### config.mk
export PLATFORM = sky130hd
export DESIGN_NAME = fifo_capture_top
export DESIGN_NICKNAME = d
export VERILOG_FILES = /design/src/logic/capture_pkg.sv /design/src/logic/fifo_capture_top.sv /design/src/logic/byte_reader.sv /design/src/logic/sample_packer.sv /design/src/logic/capture_ctrl.sv /design/src/logic/sample_fifo.sv
export VERILOG_INCLUDE_DIRS = /design/src /design/src/logic
export SDC_FILE = /design/constraint.sdc
export NUM_CORES = 2
export LEC_CHECK = 0
export ABC_AREA = 1
export BUFFER_PORTS_ARGS = -buffer_cell sky130_fd_sc_hd__buf_2
export CORE_MARGIN = 5
export CORE_UTILIZATION = 55
export CTS_CLUSTER_DIAMETER = 40
export CTS_CLUSTER_SIZE = 12
export DETAILED_ROUTE_END_ITERATION = 12
export PLACE_DENSITY = 0.73
export SLEW_MARGIN = 20
export SYNTH_ARGS = -nofsm -noshare
export SYNTH_HDL_FRONTEND = slang
export SYNTH_SLANG_ARGS = --single-unit
### constraint.sdc
create_clock -name adc_sampleclk -period 6 [get_ports adc_sampleclk]
set_input_delay 1.2 -clock adc_sampleclk [delete_from_list [all_inputs] [get_ports adc_sampleclk]]
set_output_delay 1.2 -clock adc_sampleclk [all_outputs]
set_load 0.005 [all_outputs]
### src/logic/capture_params.svh
`ifndef CAPTURE_PARAMS_SVH
`define CAPTURE_PARAMS_SVH

// adc sample and slow word widths
`define SAMPLE_W 12
`define WORD_W 36

// fifo sizes
`define FAST_DEPTH 64
`define SLOW_DEPTH 64

// counter widths
`define CNT_W 16  // sample and presample counters
`define SEG_W 8
`define DS_W 13

`endif
### src/logic/capture_pkg.sv
`include "capture_params.svh"

package capture_pkg;

    typedef enum logic [2:0] {
        IDLE,
        PRESAMP_FILLING,
        PRESAMP_FULL,
        TRIGGERED,
        SEGMENT_DONE,
        DONE
    } capture_state_t;

    // byte order of a slow word, as streamed in high resolution mode
    typedef struct packed {
        logic [3:0][7:0] b;     // b[3] is the top byte
        logic [3:0]      tail;  // low nibble of the last sample
    } byte_view_t;

    // one slow fifo word, three samples or four bytes plus a nibble
    typedef union packed {
        logic [2:0][`SAMPLE_W-1:0] samples;  // samples[2] is the oldest
        byte_view_t                bytes;
    } slow_word_u;

    typedef struct packed {
        logic full;
        logic empty;
        logic overflow;
        logic underflow;
    } fifo_flags_t;

    // same bit order as error_stat_o
    typedef struct packed {
        logic presamp;
        logic fast_ovf;
        logic fast_unf;
        logic slow_ovf;
        logic slow_unf;
    } capture_err_t;

endpackage

### src/logic/fifo_capture_top.sv
`timescale 1ns/1ps
`include "capture_params.svh"

module fifo_capture_top
    import capture_pkg::*;
(
    input  logic                 adc_sampleclk,
    input  logic                 reset,
    input  logic [`SAMPLE_W-1:0] adc_datain_i,
    input  logic                 arm_i,
    input  logic                 adc_capture_go_i,
    input  logic                 adc_segment_go_i,
    input  logic [`SEG_W-1:0]    num_segments_i,
    input  logic [`CNT_W-1:0]    presample_i,
    input  logic [`CNT_W-1:0]    max_samples_i,
    input  logic [`DS_W-1:0]     downsample_i,
    input  logic                 low_res_i,
    input  logic                 low_res_lsb_i,
    input  logic                 fifo_read_fifoen_i,
    output logic                 adc_capture_stop_o,
    output logic                 fifo_read_fifoempty_o,
    output logic [7:0]           fifo_read_data_o,
    output logic                 error_flag_o,
    output logic [4:0]           error_stat_o
);
    capture_state_t       state;
    fifo_flags_t          fast_flags;
    fifo_flags_t          slow_flags;
    logic                 fast_wr;
    logic                 fast_rd;
    logic                 presamp_drain;
    logic                 pack_fast_rd;
    logic [`SAMPLE_W-1:0] fast_dout;
    logic                 drain_en;
    logic                 flush;
    logic                 presamp_error;
    logic                 slow_wr;
    logic                 slow_rd;
    slow_word_u           slow_din;
    slow_word_u           slow_dout;
    capture_err_t         err_now;
    capture_err_t         err_q;
    logic                 unf_sticky;

    capture_ctrl u_ctrl (
        .adc_sampleclk   (adc_sampleclk),
        .reset           (reset),
        .arm_i           (arm_i),
        .capture_go_i    (adc_capture_go_i),
        .segment_go_i    (adc_segment_go_i),
        .num_segments_i  (num_segments_i),
        .presample_i     (presample_i),
        .max_samples_i   (max_samples_i),
        .downsample_i    (downsample_i),
        .fast_flags_i    (fast_flags),
        .fast_wr_o       (fast_wr),
        .presamp_drain_o (presamp_drain),
        .drain_en_o      (drain_en),
        .flush_o         (flush),
        .presamp_error_o (presamp_error),
        .capture_stop_o  (adc_capture_stop_o),
        .state_o         (state)
    );

    assign fast_rd = presamp_drain || pack_fast_rd;  // discard or pack

    sample_fifo #(.WIDTH(`SAMPLE_W), .DEPTH(`FAST_DEPTH)) u_fast_fifo (
        .adc_sampleclk (adc_sampleclk),
        .reset         (reset),
        .flush_i       (flush),
        .wr_i          (fast_wr),
        .din_i         (adc_datain_i),
        .rd_i          (fast_rd),
        .dout_o        (fast_dout),
        .flags_o       (fast_flags)
    );

    sample_packer u_packer (
        .adc_sampleclk (adc_sampleclk),
        .reset         (reset),
        .flush_i       (flush),
        .drain_en_i    (drain_en),
        .state_i       (state),
        .fast_dout_i   (fast_dout),
        .fast_flags_i  (fast_flags),
        .slow_flags_i  (slow_flags),
        .fast_rd_o     (pack_fast_rd),
        .slow_wr_o     (slow_wr),
        .slow_din_o    (slow_din)
    );

    sample_fifo #(.WIDTH(`WORD_W), .DEPTH(`SLOW_DEPTH)) u_slow_fifo (
        .adc_sampleclk (adc_sampleclk),
        .reset         (reset),
        .flush_i       (flush),
        .wr_i          (slow_wr),
        .din_i         (slow_din),
        .rd_i          (slow_rd),
        .dout_o        (slow_dout),
        .flags_o       (slow_flags)
    );

    byte_reader u_reader (
        .adc_sampleclk      (adc_sampleclk),
        .reset              (reset),
        .flush_i            (flush),
        .read_en_i          (fifo_read_fifoen_i),
        .low_res_i          (low_res_i),
        .low_res_lsb_i      (low_res_lsb_i),
        .slow_dout_i        (slow_dout),
        .underflow_sticky_i (unf_sticky),
        .slow_rd_o          (slow_rd),
        .data_o             (fifo_read_data_o)
    );

    assign fifo_read_fifoempty_o = slow_flags.empty;

    assign err_now = '{presamp:  presamp_error,
                       fast_ovf: fast_flags.overflow,
                       fast_unf: fast_flags.underflow,
                       slow_ovf: slow_flags.overflow,
                       slow_unf: slow_flags.underflow};

    // sticky status, cleared only by re-arming
    always_ff @(posedge adc_sampleclk) begin
        if (reset || flush) begin
            err_q        <= '0;
            error_flag_o <= 1'b0;
            unf_sticky   <= 1'b0;
        end else begin
            if (err_now != '0) begin
                err_q        <= err_q | err_now;
                error_flag_o <= 1'b1;
            end
            if (slow_flags.underflow) begin
                unf_sticky <= 1'b1;
            end
        end
    end

    assign error_stat_o = err_q;

endmodule

### src/logic/byte_reader.sv
`timescale 1ns/1ps
`include "capture_params.svh"

module byte_reader
    import capture_pkg::*;
(
    input  logic       adc_sampleclk,
    input  logic       reset,
    input  logic       flush_i,
    input  logic       read_en_i,
    input  logic       low_res_i,
    input  logic       low_res_lsb_i,
    input  slow_word_u slow_dout_i,
    input  logic       underflow_sticky_i,
    output logic       slow_rd_o,
    output logic [7:0] data_o
);
    logic [3:0]           phase;    // byte within the word group
    logic [3:0]           tail_q;
    logic [`SAMPLE_W-1:0] lr_sample;

    assign slow_rd_o = read_en_i && (low_res_i ? (phase == 4'd2)
                                               : (phase == 4'd3 || phase == 4'd8));
    assign lr_sample = slow_dout_i.samples[2'd2 - phase[1:0]];

    always_ff @(posedge adc_sampleclk) begin
        if (reset || flush_i) begin
            phase <= '0;
        end else if (read_en_i) begin
            if (low_res_i) begin
                phase <= (phase >= 4'd2) ? 4'd0 : phase + 4'd1;
            end else begin
                phase <= (phase >= 4'd8) ? 4'd0 : phase + 4'd1;
            end
        end
    end

    // nibble that opens byte 4, the rest comes from the next word
    always_ff @(posedge adc_sampleclk) begin
        if (read_en_i && !low_res_i && phase == 4'd3) begin
            tail_q <= slow_dout_i.bytes.tail;
        end
    end

    always_comb begin
        data_o = 8'h00;
        if (underflow_sticky_i) begin
            data_o = 8'h00;     // stays zero until re-armed
        end else if (low_res_i) begin
            data_o = low_res_lsb_i ? lr_sample[7:0] : lr_sample[`SAMPLE_W-1 -: 8];
        end else begin
            case (phase)
                4'd0:    data_o = slow_dout_i.bytes.b[3];
                4'd1:    data_o = slow_dout_i.bytes.b[2];
                4'd2:    data_o = slow_dout_i.bytes.b[1];
                4'd3:    data_o = slow_dout_i.bytes.b[0];
                4'd4:    data_o = {tail_q, slow_dout_i.bytes.b[3][7:4]};
                4'd5:    data_o = slow_dout_i[31:24];   // second word is nibble shifted
                4'd6:    data_o = slow_dout_i[23:16];
                4'd7:    data_o = slow_dout_i[15:8];
                4'd8:    data_o = slow_dout_i[7:0];
                default: data_o = 8'h00;
            endcase
        end
    end

endmodule

### src/logic/sample_packer.sv
`timescale 1ns/1ps
`include "capture_params.svh"

module sample_packer
    import capture_pkg::*;
(
    input  logic                 adc_sampleclk,
    input  logic                 reset,
    input  logic                 flush_i,
    input  logic                 drain_en_i,
    input  capture_state_t       state_i,
    input  logic [`SAMPLE_W-1:0] fast_dout_i,
    input  fifo_flags_t          fast_flags_i,
    input  fifo_flags_t          slow_flags_i,
    output logic                 fast_rd_o,
    output logic                 slow_wr_o,
    output slow_word_u           slow_din_o
);
    logic [1:0] rd_cnt;     // reads into the current word
    slow_word_u word_q;

    // stall on a full slow fifo, the fast fifo takes up the slack
    assign fast_rd_o  = drain_en_i && !fast_flags_i.empty && !slow_flags_i.full;
    assign slow_din_o = word_q;

    always_ff @(posedge adc_sampleclk) begin
        if (reset || flush_i || state_i == IDLE) begin
            rd_cnt    <= '0;  // a partial word left from the last capture is dropped
            slow_wr_o <= 1'b0;
        end else begin
            slow_wr_o <= fast_rd_o && (rd_cnt == 2'd2);
            if (fast_rd_o) begin
                rd_cnt <= (rd_cnt == 2'd2) ? 2'd0 : rd_cnt + 2'd1;
            end
        end
    end

    // oldest sample ends up in the top bits
    always_ff @(posedge adc_sampleclk) begin
        if (fast_rd_o) begin
            word_q.samples <= {word_q.samples[1:0], fast_dout_i};
        end
    end

    // write lands a cycle after the third read, only the reader changes the fill meanwhile
    a_no_wr_full: assert property (@(posedge adc_sampleclk) disable iff (reset)
        slow_wr_o |-> !slow_flags_i.full);

endmodule

### src/logic/capture_ctrl.sv
`timescale 1ns/1ps
`include "capture_params.svh"

module capture_ctrl
    import capture_pkg::*;
(
    input  logic              adc_sampleclk,
    input  logic              reset,
    input  logic              arm_i,
    input  logic              capture_go_i,
    input  logic              segment_go_i,
    input  logic [`SEG_W-1:0] num_segments_i,
    input  logic [`CNT_W-1:0] presample_i,
    input  logic [`CNT_W-1:0] max_samples_i,
    input  logic [`DS_W-1:0]  downsample_i,
    input  fifo_flags_t       fast_flags_i,
    output logic              fast_wr_o,
    output logic              presamp_drain_o,
    output logic              drain_en_o,
    output logic              flush_o,
    output logic              presamp_error_o,
    output logic              capture_stop_o,
    output capture_state_t    state_o
);
    capture_state_t    state;
    logic              arm_r;
    logic              arm_r2;
    logic              armed;
    logic              segment_go_r;
    logic [`DS_W-1:0]  ds_cnt;
    logic              ds_wr_en;
    logic [`CNT_W-1:0] pre_cnt;
    logic [`CNT_W-1:0] sample_cnt;
    logic [`SEG_W-1:0] seg_cnt;
    logic              fsm_wr_en;
    logic              presamp_done;
    logic              last_sample;
    logic              last_segment;

    // arm edge gives a one cycle flush, armed follows it
    always_ff @(posedge adc_sampleclk) begin
        if (reset) begin
            arm_r        <= 1'b0;
            arm_r2       <= 1'b0;
            flush_o      <= 1'b0;
            armed        <= 1'b0;
            segment_go_r <= 1'b0;
        end else begin
            arm_r        <= arm_i;
            arm_r2       <= arm_r;
            flush_o      <= arm_r && !arm_r2;
            segment_go_r <= segment_go_i;
            if (flush_o) begin
                armed <= 1'b1;
            end else if (capture_stop_o) begin
                armed <= 1'b0;
            end
        end
    end

    // keep one sample of every downsample_i+1, free running from the flush
    always_ff @(posedge adc_sampleclk) begin
        if (reset || flush_o) begin
            ds_cnt   <= '0;
            ds_wr_en <= 1'b0;
        end else if (ds_cnt == downsample_i) begin
            ds_cnt   <= '0;
            ds_wr_en <= 1'b1;
        end else begin
            ds_cnt   <= ds_cnt + `DS_W'(1);
            ds_wr_en <= 1'b0;
        end
    end

    assign fsm_wr_en       = state inside {PRESAMP_FILLING, PRESAMP_FULL, TRIGGERED};
    assign fast_wr_o       = ds_wr_en && fsm_wr_en && !flush_o;
    assign presamp_drain_o = fast_wr_o && (state == PRESAMP_FULL);  // one out per one in
    assign presamp_done    = (seg_cnt == '0) ? capture_go_i : segment_go_i;
    assign presamp_error_o = presamp_done && (state == PRESAMP_FILLING);
    assign last_sample     = fast_wr_o && (sample_cnt == max_samples_i - `CNT_W'(1));
    assign last_segment    = (seg_cnt == num_segments_i - `SEG_W'(1));
    assign state_o         = state;

    always_ff @(posedge adc_sampleclk) begin
        if (reset || flush_o) begin
            state          <= IDLE;
            pre_cnt        <= '0;
            sample_cnt     <= '0;
            seg_cnt        <= '0;
            drain_en_o     <= 1'b0;
            capture_stop_o <= 1'b0;
        end else begin
            case (state)
                IDLE: begin
                    pre_cnt    <= '0;
                    sample_cnt <= '0;
                    seg_cnt    <= '0;
                    if (armed && presample_i != '0) begin
                        state <= PRESAMP_FILLING;
                    end else if (armed && capture_go_i) begin
                        drain_en_o <= 1'b1;
                        state      <= TRIGGERED;
                    end
                end
                PRESAMP_FILLING: begin
                    if (presamp_done) begin    // early trigger, flagged by presamp_error_o
                        sample_cnt <= pre_cnt + `CNT_W'(fast_wr_o);
                        drain_en_o <= 1'b1;
                        state      <= TRIGGERED;
                    end else if (fast_wr_o) begin
                        pre_cnt <= pre_cnt + `CNT_W'(1);
                        if (pre_cnt == presample_i - `CNT_W'(1)) begin
                            state <= PRESAMP_FULL;
                        end
                    end
                end
                PRESAMP_FULL: begin
                    if (presamp_done) begin
                        sample_cnt <= presample_i;  // presamples count toward the segment
                        drain_en_o <= 1'b1;
                        state      <= TRIGGERED;
                    end
                end
                TRIGGERED: begin
                    if (fast_wr_o) begin
                        sample_cnt <= sample_cnt + `CNT_W'(1);
                    end
                    if (last_sample && last_segment) begin
                        capture_stop_o <= 1'b1;
                        state          <= DONE;
                    end else if (last_sample) begin
                        state <= SEGMENT_DONE;
                    end
                end
                SEGMENT_DONE: begin
                    // next segment only once the fast fifo is drained
                    if (fast_flags_i.empty) begin
                        drain_en_o <= 1'b0;
                        if (presample_i != '0) begin
                            seg_cnt    <= seg_cnt + `SEG_W'(1);
                            sample_cnt <= '0;
                            pre_cnt    <= '0;
                            state      <= PRESAMP_FILLING;
                        end else if (segment_go_i && !segment_go_r) begin
                            seg_cnt    <= seg_cnt + `SEG_W'(1);
                            sample_cnt <= '0;
                            drain_en_o <= 1'b1;
                            state      <= TRIGGERED;
                        end
                    end
                end
                DONE: begin
                    if (fast_flags_i.empty) begin
                        drain_en_o <= 1'b0;
                        state      <= IDLE;
                    end
                end
                default: state <= IDLE;
            endcase
        end
    end

    // a discard read always finds the presamples in the fifo
    a_drain_not_empty: assert property (@(posedge adc_sampleclk) disable iff (reset)
        presamp_drain_o |-> !fast_flags_i.empty);

endmodule

### src/logic/sample_fifo.sv
`timescale 1ns/1ps

module sample_fifo
    import capture_pkg::*;
#(
    parameter int WIDTH = 12,
    parameter int DEPTH = 64
) (
    input  logic             adc_sampleclk,
    input  logic             reset,
    input  logic             flush_i,
    input  logic             wr_i,
    input  logic [WIDTH-1:0] din_i,
    input  logic             rd_i,
    output logic [WIDTH-1:0] dout_o,
    output fifo_flags_t      flags_o
);
    localparam int AW = $clog2(DEPTH);

    logic [WIDTH-1:0] mem [DEPTH];
    logic [AW-1:0]    wr_ptr;
    logic [AW-1:0]    rd_ptr;
    logic [AW:0]      count;
    logic             full;
    logic             empty;
    logic             do_wr;
    logic             do_rd;
    logic             overflow_q;
    logic             underflow_q;

    assign full  = (count == (AW+1)'(DEPTH));
    assign empty = (count == '0);
    assign do_wr = wr_i && !full;   // write into a full buffer is dropped
    assign do_rd = rd_i && !empty;

    assign dout_o  = mem[rd_ptr];   // first word falls through
    assign flags_o = '{full: full, empty: empty, overflow: overflow_q, underflow: underflow_q};

    always_ff @(posedge adc_sampleclk) begin
        if (do_wr) begin
            mem[wr_ptr] <= din_i;
        end
    end

    always_ff @(posedge adc_sampleclk) begin
        if (reset || flush_i) begin
            wr_ptr      <= '0;
            rd_ptr      <= '0;
            count       <= '0;
            overflow_q  <= 1'b0;
            underflow_q <= 1'b0;
        end else begin
            if (do_wr) begin
                wr_ptr <= (wr_ptr == AW'(DEPTH - 1)) ? '0 : wr_ptr + AW'(1);
            end
            if (do_rd) begin
                rd_ptr <= (rd_ptr == AW'(DEPTH - 1)) ? '0 : rd_ptr + AW'(1);
            end
            case ({do_wr, do_rd})
                2'b10:   count <= count + (AW+1)'(1);
                2'b01:   count <= count - (AW+1)'(1);
                default: count <= count;
            endcase
            overflow_q  <= wr_i && full;    // one cycle pulse
            underflow_q <= rd_i && empty;
        end
    end

    a_count_bound: assert property (@(posedge adc_sampleclk) disable iff (reset)
        count <= (AW+1)'(DEPTH));

endmodule

Word-level counts from Yosys, hierarchy flattened
Memories as Yosys holds them, arrays and structs flattened. A register that Yosys moved wholly into a read port is not among the register bits. Cells that the tools add are included.

Reduce and logical (&&, ||, !) cells: 59. Shift-type cells: 0. Magnitude comparators: 3. Divide/modulo/power cells: 0. Add/sub/neg operators: 19. Eq/ne operators: 44. $mul: 0. Muxes and demuxes: 64. Bitwise gates (word level): 1.

Operators by type and width (count): $mux W16 (10); $pmux W16 S5 (1); $pmux W8 S9 (1); $mux W8 (6); $pmux W16 S3 (1); $mux W3 (12); $mux W6 (6); $add A16 B1 Y16 const B (2); $eq A16 B16 Y1 (2); $sub A16 B1 Y16 const B (2); $pmux W7 S2 (2); $add A6 B1 Y6 const B (4); $bmux W12 S2 (1); $eq A6 B6 Y1 const B (4); $logic_and A1 B1 Y1 (24); $ne A2 B1 Y1 const B (9); $pmux W3 S6 (1); $add A16 B1 Y16 (1); $eq A4 B3 Y1 const B (4); $mux W1 (16); $pmux W8 S2 (1); $reduce_bool A16 Y1 (1); $add A7 B1 Y7 const B (2); $eq A7 B7 Y1 const B (2); 44 further kinds (75).

Memories: 2. Input bits: 73. Logic and storage cells: 227. RAM bits: 3072. Register bits: 160. Bits in latches: 0. Memory bits (read-only): 0. Output and inout port bits: 16.

Memories: u_slow_fifo.mem (words 64, width 36, rd ports 1, clocked after Yosys merged registers in 1, wr ports 1, RTL line sample_fifo.sv:20) `logic [WIDTH-1:0] mem [DEPTH];`; u_fast_fifo.mem (words 64, width 12, rd ports 1, clocked after Yosys merged registers in 1, wr ports 1, RTL line sample_fifo.sv:20).

Logic depth before layout (Yosys ltp)
Depth in word-level cells: 9. Mapped depth: 21. Mapped depth without buffers: 19.

Hierarchy
Synthesis repeated with hierarchy kept, for this count alone.

Cells, all modules: 12016. Area total of the unflattened synthesis: 135070.8 µm².

By module, submodules not included: sample_fifo (u_slow_fifo) (cells each 7782, sequential area each 69726.9 µm², instances 1, area an instance 93667.3 µm²); sample_fifo (u_fast_fifo) (cells each 2846, sequential area each 23602.6 µm², instances 1, area an instance 32538.7 µm²); capture_ctrl (cells each 975, sequential area each 1281.2 µm², instances 1, area an instance 5721.7 µm²); byte_reader (cells each 323, sequential area each 200.2 µm², instances 1, area an instance 1664.1 µm²); sample_packer (cells each 62, sequential area each 1141.1 µm², instances 1, area an instance 1253.7 µm²); fifo_capture_top (cells each 28, sequential area each 140.1 µm², instances 1, area an instance 225.2 µm²).

Worst setup path after synthesis
Ideal clock, no wire load.

Path type: reg-to-reg. Start point: register u_slow_fifo.count[1]. End point: register u_fast_fifo.count[6]. Cell stages (with the launch flop): 18. Data required time: 5881 ps. Buffers on the path: 0. Slack: 457 ps. Period minus slack after synthesis: 5543 ps. Library setup time: 119 ps. Arrival: 5423 ps. Cell sequence: dfxtp_1 -> inv_1 -> nand4_1 -> nor3_1 -> nor3_1 -> inv_1 -> o21ai_2 -> ha_1 -> inv_1 -> fa_1 -> o21ai_0 -> nand2_1 -> a21oi_1 -> nor2_1 -> nand2_1 -> nand3_1 -> o21ai_0 -> a21oi_1.

Longest elaborated chain between the ends: 7. Elaborated cells between the ends (all ways): 9. Those cells by class: eq/ne (3); mux (1); reduce/logical (5).

RTL lines: start, declared (RTL line sample_fifo.sv:23) `logic [AW:0] count;`; start signal, assigned (RTL line sample_fifo.sv:60) `2'b10: count <= count + (AW+1)'(1);`; start signal, assigned (RTL line sample_fifo.sv:61) `2'b01: count <= count - (AW+1)'(1);`; start signal, assigned (RTL line sample_fifo.sv:62) `default: count <= count;`; $eq A7 B7 Y1 * (RTL line sample_fifo.sv:31) `assign full = (count == (AW+1)'(DEPTH));`; $logic_not A1 Y1 * (RTL line sample_packer.sv:23) `assign fast_rd_o = drain_en_i && !fast_flags_i.empty && !slow_flags_i.full;`; $logic_and A1 B1 Y1 * (RTL line sample_packer.sv:23); via pack_fast_rd (RTL line fifo_capture_top.sv:32) `logic pack_fast_rd;`; $logic_or A1 B1 Y1 * (RTL line fifo_capture_top.sv:65) `assign fast_rd = presamp_drain || pack_fast_rd;`; $logic_and A1 B1 Y1 * (RTL line sample_fifo.sv:34) `assign do_rd = rd_i && !empty;`; via u_fast_fifo.do_rd (RTL line sample_fifo.sv:27) `logic do_rd;`; $eq A2 B1 Y1 / $eq A2 B2 Y1 (equally long branches) (RTL line sample_fifo.sv:59) `case ({do_wr, do_rd})`; $pmux W7 S2 / $reduce_bool A2 Y1 (equally long branches); end signal, assigned (RTL line sample_fifo.sv:60); end signal, assigned (RTL line sample_fifo.sv:61); end signal, assigned (RTL line sample_fifo.sv:62); end, declared (RTL line sample_fifo.sv:23).

The timed path passes the listed nets; every way through them passes the cells marked *. A chain may end at the register's enable or synchronous reset.

==> key figures <==
Routing
  – Avg WL per Cell: ~25 um
  – Post-Route WL: approximately 370 mm
  – 1st-iter DRT viols: roughly 13000
  – DR pass1 iterations: 9
  – Drt via density: 6.21
  – DRC Markers: 0
  – Vias: approximately 92000
  – Final ANT Viol Nets: 0

Worst hold path
  – Hold path startpoint: u_ctrl.arm_r2$_SDFF_PP0_
  – Min-Delay Path Depth: 1
  – Worst Hold Class: reg2reg

Worst setup path
  – FF-to-FF setup slack: 1.65 ns
  – Critical R2R Launch: u_ctrl.state_o[1]$_SDFFE_PP0P_
  – Crit Reg-Reg Endpoint: u_fast_fifo.mem[8][2]$_DFFE_PP_
  – CP endpoint: fifo_read_data_o[1]
  – Worst Setup End Kind: primary output
  – Critical path class: reg2out
  – Arr. time, crit path: 4.68 ns
  – Crit Path Max Fanout: between 90 and 100
  – Worst setup SP type: flip-flop
  – WP data required: 4.80 ns
  – Worst R2R Path Depth: 8

GRT
  – Vias in the first global route: 89000
  – First-pass GRT wire length: roughly 550 mm
  – GR Util All Layers: roughly 29%
  – Total gr overflow: 0
  – Initial antenna violation count: 4
  – Largest net degree at the start of global routing: just over 200

Clock tree
  – TritonCTS Buffers: approximately 430
  – Clk slew on worst S/H paths: approximately 0.060 ns
  – Clock buffer depth: 4
  – CTS tree: done
  – H-tree levels: 5
  – Total clock sinks: approximately 3200
  – Clock Latency Late Sink: slightly above 1 ns
  – Post-cts hold buffer count: 0
  – Clk root buf: clkbuf_16

Synth
  – Synthesized area per cell: between 10 and 15 um2
  – Post-Synth Adder-Cell Area: less than 1%
  – Combinational family with the most area after synthesis: simple AND/OR/NAND/NOR gates
  – Post-Syn Nets: approximately 11000
  – Simple-Gate Fraction of Synth Area: 20.0%
  – Largest area contributor in the netlist: edfxtp_1
  – Synth area leaders: edfxtp_1 (71%), nand3_1 (9.3%), nand2_1 (8.0%)
  – Post-Synth XOR/XNOR Area: less than 1%
  – Post-synth EDFFs: around 3100
  – Ys flop type: edfxtp_1
  – Synth Area in Compound Gates: ~3.6%
  – Async SR Flop Fraction: 0%
  – #FFs+latches synth: 3238
  – Sequential area share after synthesis: roughly 72%
  – Synth Warn #: 0
  – Top cell type's share of synthesized area: between 70% and 80%
  – Synth Instances: ~11000
  – Post-synthesis mux area share: 0%
  – Mapped Area: around 130000 um2
  – Yosys cell types: 57

STA
  – Clock Skews: just under 0.08 ns
  – Worst Tran Pin Value: 1.18 ns
  – Final setup viols: 0
  – Final Hold Fails: 0
  – Min cycle time layout: 5.88 ns
  – Fin worst setup slack: 0.125 ns
  – Slew HR: 21.1%
  – RSZ-0062 raised after global routing: yes
  – Setup tns final: 0 ns
  – Period utilization: 97.9%
  – Pins Over Slew Limit: 0
  – F_max: 170 MHz

Placed design
  – Detail Placement HPWL: a little under 200 mm
  – Final RePlAce weighted congestion: 0.913
  – Port buffer count: 88
  – Pre-CTS WS: 1.11 ns

Layout
  – NumNets Final: 11404
  – Commonest non-fill, non-tap cell in the layout: edfxtp_1
  – Share of cells above drive strength 1: about 10%
  – Filler cell count in the final layout: between 15000 and 20000
  – Syn-to-layout area delta: 13.9%
  – Most frequent cells in the layout: edfxtp_1 (3112), nand2_1 (2818), nand3_1 (2452)

Power
  – Comb power frac: ~2.7%
  – Peak supply drop: around 0.00033 V
  – Power Dens Cells: about 340 nW/um2
  – Switch Pwr: between 10 and 15 mW
  – Clock Power Share: 49.0%
  – Share of power burned in registers: about 48%
  – Leakage: ~52 nW
  – Internal: about 41 mW
  – Sw Ratio: about a fifth

Outcome
  – Run status: finished clean

Flow run
  – Max-cap viol count: 0

Floorplan
  – Die height: approximately 500 um
  – Core Box Area: 240000 um2
  – Rows: 180
  – Initial Util: between 50% and 60%
  – Num ports: 89
  – Die ar.: 251000 um2
  – Die X: ~500 um
power by group through the flow:
stage	sequential (mW)	combinational (mW)	clock, mW
after floorplan	25.3	0.738	0
after global placement	25.2	1.30	0
final	24.8	1.38	25.2
after CTS	24.8	1.35	25.3
after detailed placement	25.2	1.34	0
after global routing	24.8	1.50	26.4
timing repair:
| item | CTS | global route |
|---|---|---|
| setup endpoints to repair | 0 | 8 |
| hold endpoints to repair | 0 | 0 |
| buffers inserted | 0 | 1 |
| gates resized for setup | 0 | 2 |
worst min-delay path by stage:
stage | endpoint | slack (ns)
global route | u_ctrl.flush_o$_SDFF_PP0_ | 0.39
floorplan | u_ctrl.flush_o$_SDFF_PP0_ | 0.37
finish | u_ctrl.flush_o$_SDFF_PP0_ | 0.39
global placement | u_ctrl.flush_o$_SDFF_PP0_ | 0.38
detailed placement | u_ctrl.flush_o$_SDFF_PP0_ | 0.39
CTS | u_ctrl.flush_o$_SDFF_PP0_ | 0.39
cells in the mapped netlist (all sizes together) (2+ instances only):
library cell / n
nor4: 6
inv: 214
o21a: 3
o2111ai: 2
nor2: 728
xor2: 48
o211ai: 25
buf: 476
o22ai: 119
and3: 3
nand2: 2820
or2: 7
a221oi: 6
edfxtp: 3112
o311ai: 5
nand4: 40
o21ai: 467
nor3: 50
a21oi: 107
and2: 4
nand3: 2452
nor3b: 6
xnor2: 30
fa: 2
a211oi: 4
a31oi: 4
a22oi: 3
o221ai: 78
clkbuf: 207
nand3b: 7
dfxtp: 126
clkinv: 7
ha: 31
flip-flops by register name, indices dropped and copies added, names as in the netlist, 2 cells and up, named ones only:
register             cells
error_stat_o             5
u_ctrl.ds_cnt           13
u_ctrl.pre_cnt          16
u_ctrl.sample_cnt       16
u_ctrl.seg_cnt           8
u_ctrl.state_o           3
u_fast_fifo.count        7
u_fast_fifo.mem        768
u_fast_fifo.rd_ptr       6
u_fast_fifo.wr_ptr       6
u_packer.rd_cnt          2
u_packer.slow_din_o     36
u_reader.phase           4
u_reader.tail_q          4
u_slow_fifo.count        7
u_slow_fifo.mem       2304
u_slow_fifo.rd_ptr       6
u_slow_fifo.wr_ptr       6
through the flow:
stage	cells	hold slack (ns)	total power [mW]	area (um2)	utilization (%)
global placement	14045	0.379	26.5	137000	56.9
floorplan	11207	0.373	26.0	132000	-
finish	14812	0.388	51.3	151000	62.9
global route	14809	0.395	52.6	151000	62.9
CTS	14805	0.390	51.4	151000	62.8
detailed placement	14046	0.386	26.6	137000	56.9
routing by layer:
layer | track usage [%] | wire length, um | share of wire (%)
met1 | 38.9 | 137000 | 37
met2 | 46.2 | 175000 | 47
met3 | 4.96 | 41200 | 11
met4 | 12.6 | 17500 | 4.7
met5 | 0 | 13 | 0.0035
critical path, cell delays in order (launching register included):
cell	delay (ns)
dfxtp_4	0.71
clkinv_16	0.49
buf_4	0.40
nand2_1	0.10
nand3_1	0.07
nand3_1	0.14
nand2_1	0.09
nand2_1	0.07
nand2_1	0.09
nand2_1	0.17
nand3_1	0.35
nand3_1	0.29
nand2_1	0.07
nor2_1	0.09
nand2_1	0.12
nor3_2	0.12
nor2_1	0.12
buf_2	0.15
area by class of cell:
cell class                 count  area, um2  share of cell area [%]
clock inverter               279       3170                    2.10
inverter                     221        906                   0.600
tap                         3185       3990                    2.64
timing repair buffer         339       2870                    1.90
timing repair inverter         2       22.5                  0.0149
clock buffer                 480      11000                    7.30
multi-input combinational   7065      33000                    21.8
antenna                        3       7.51                 0.00497
sequential                  3238      96000                    63.6
kinds of logic after synthesis:
| logic type | after synthesis |
|---|---|
| AND/OR/NAND/NOR | 6123 |
| flip-flops | 3238 |
| buffers and inverters | 904 |
| AO/OA/AOI/OAI | 830 |
| XOR/XNOR | 79 |
| adder cells (fa/ha/maj) | 33 |
Note: power is estimated with default switching activity, not from simulation.
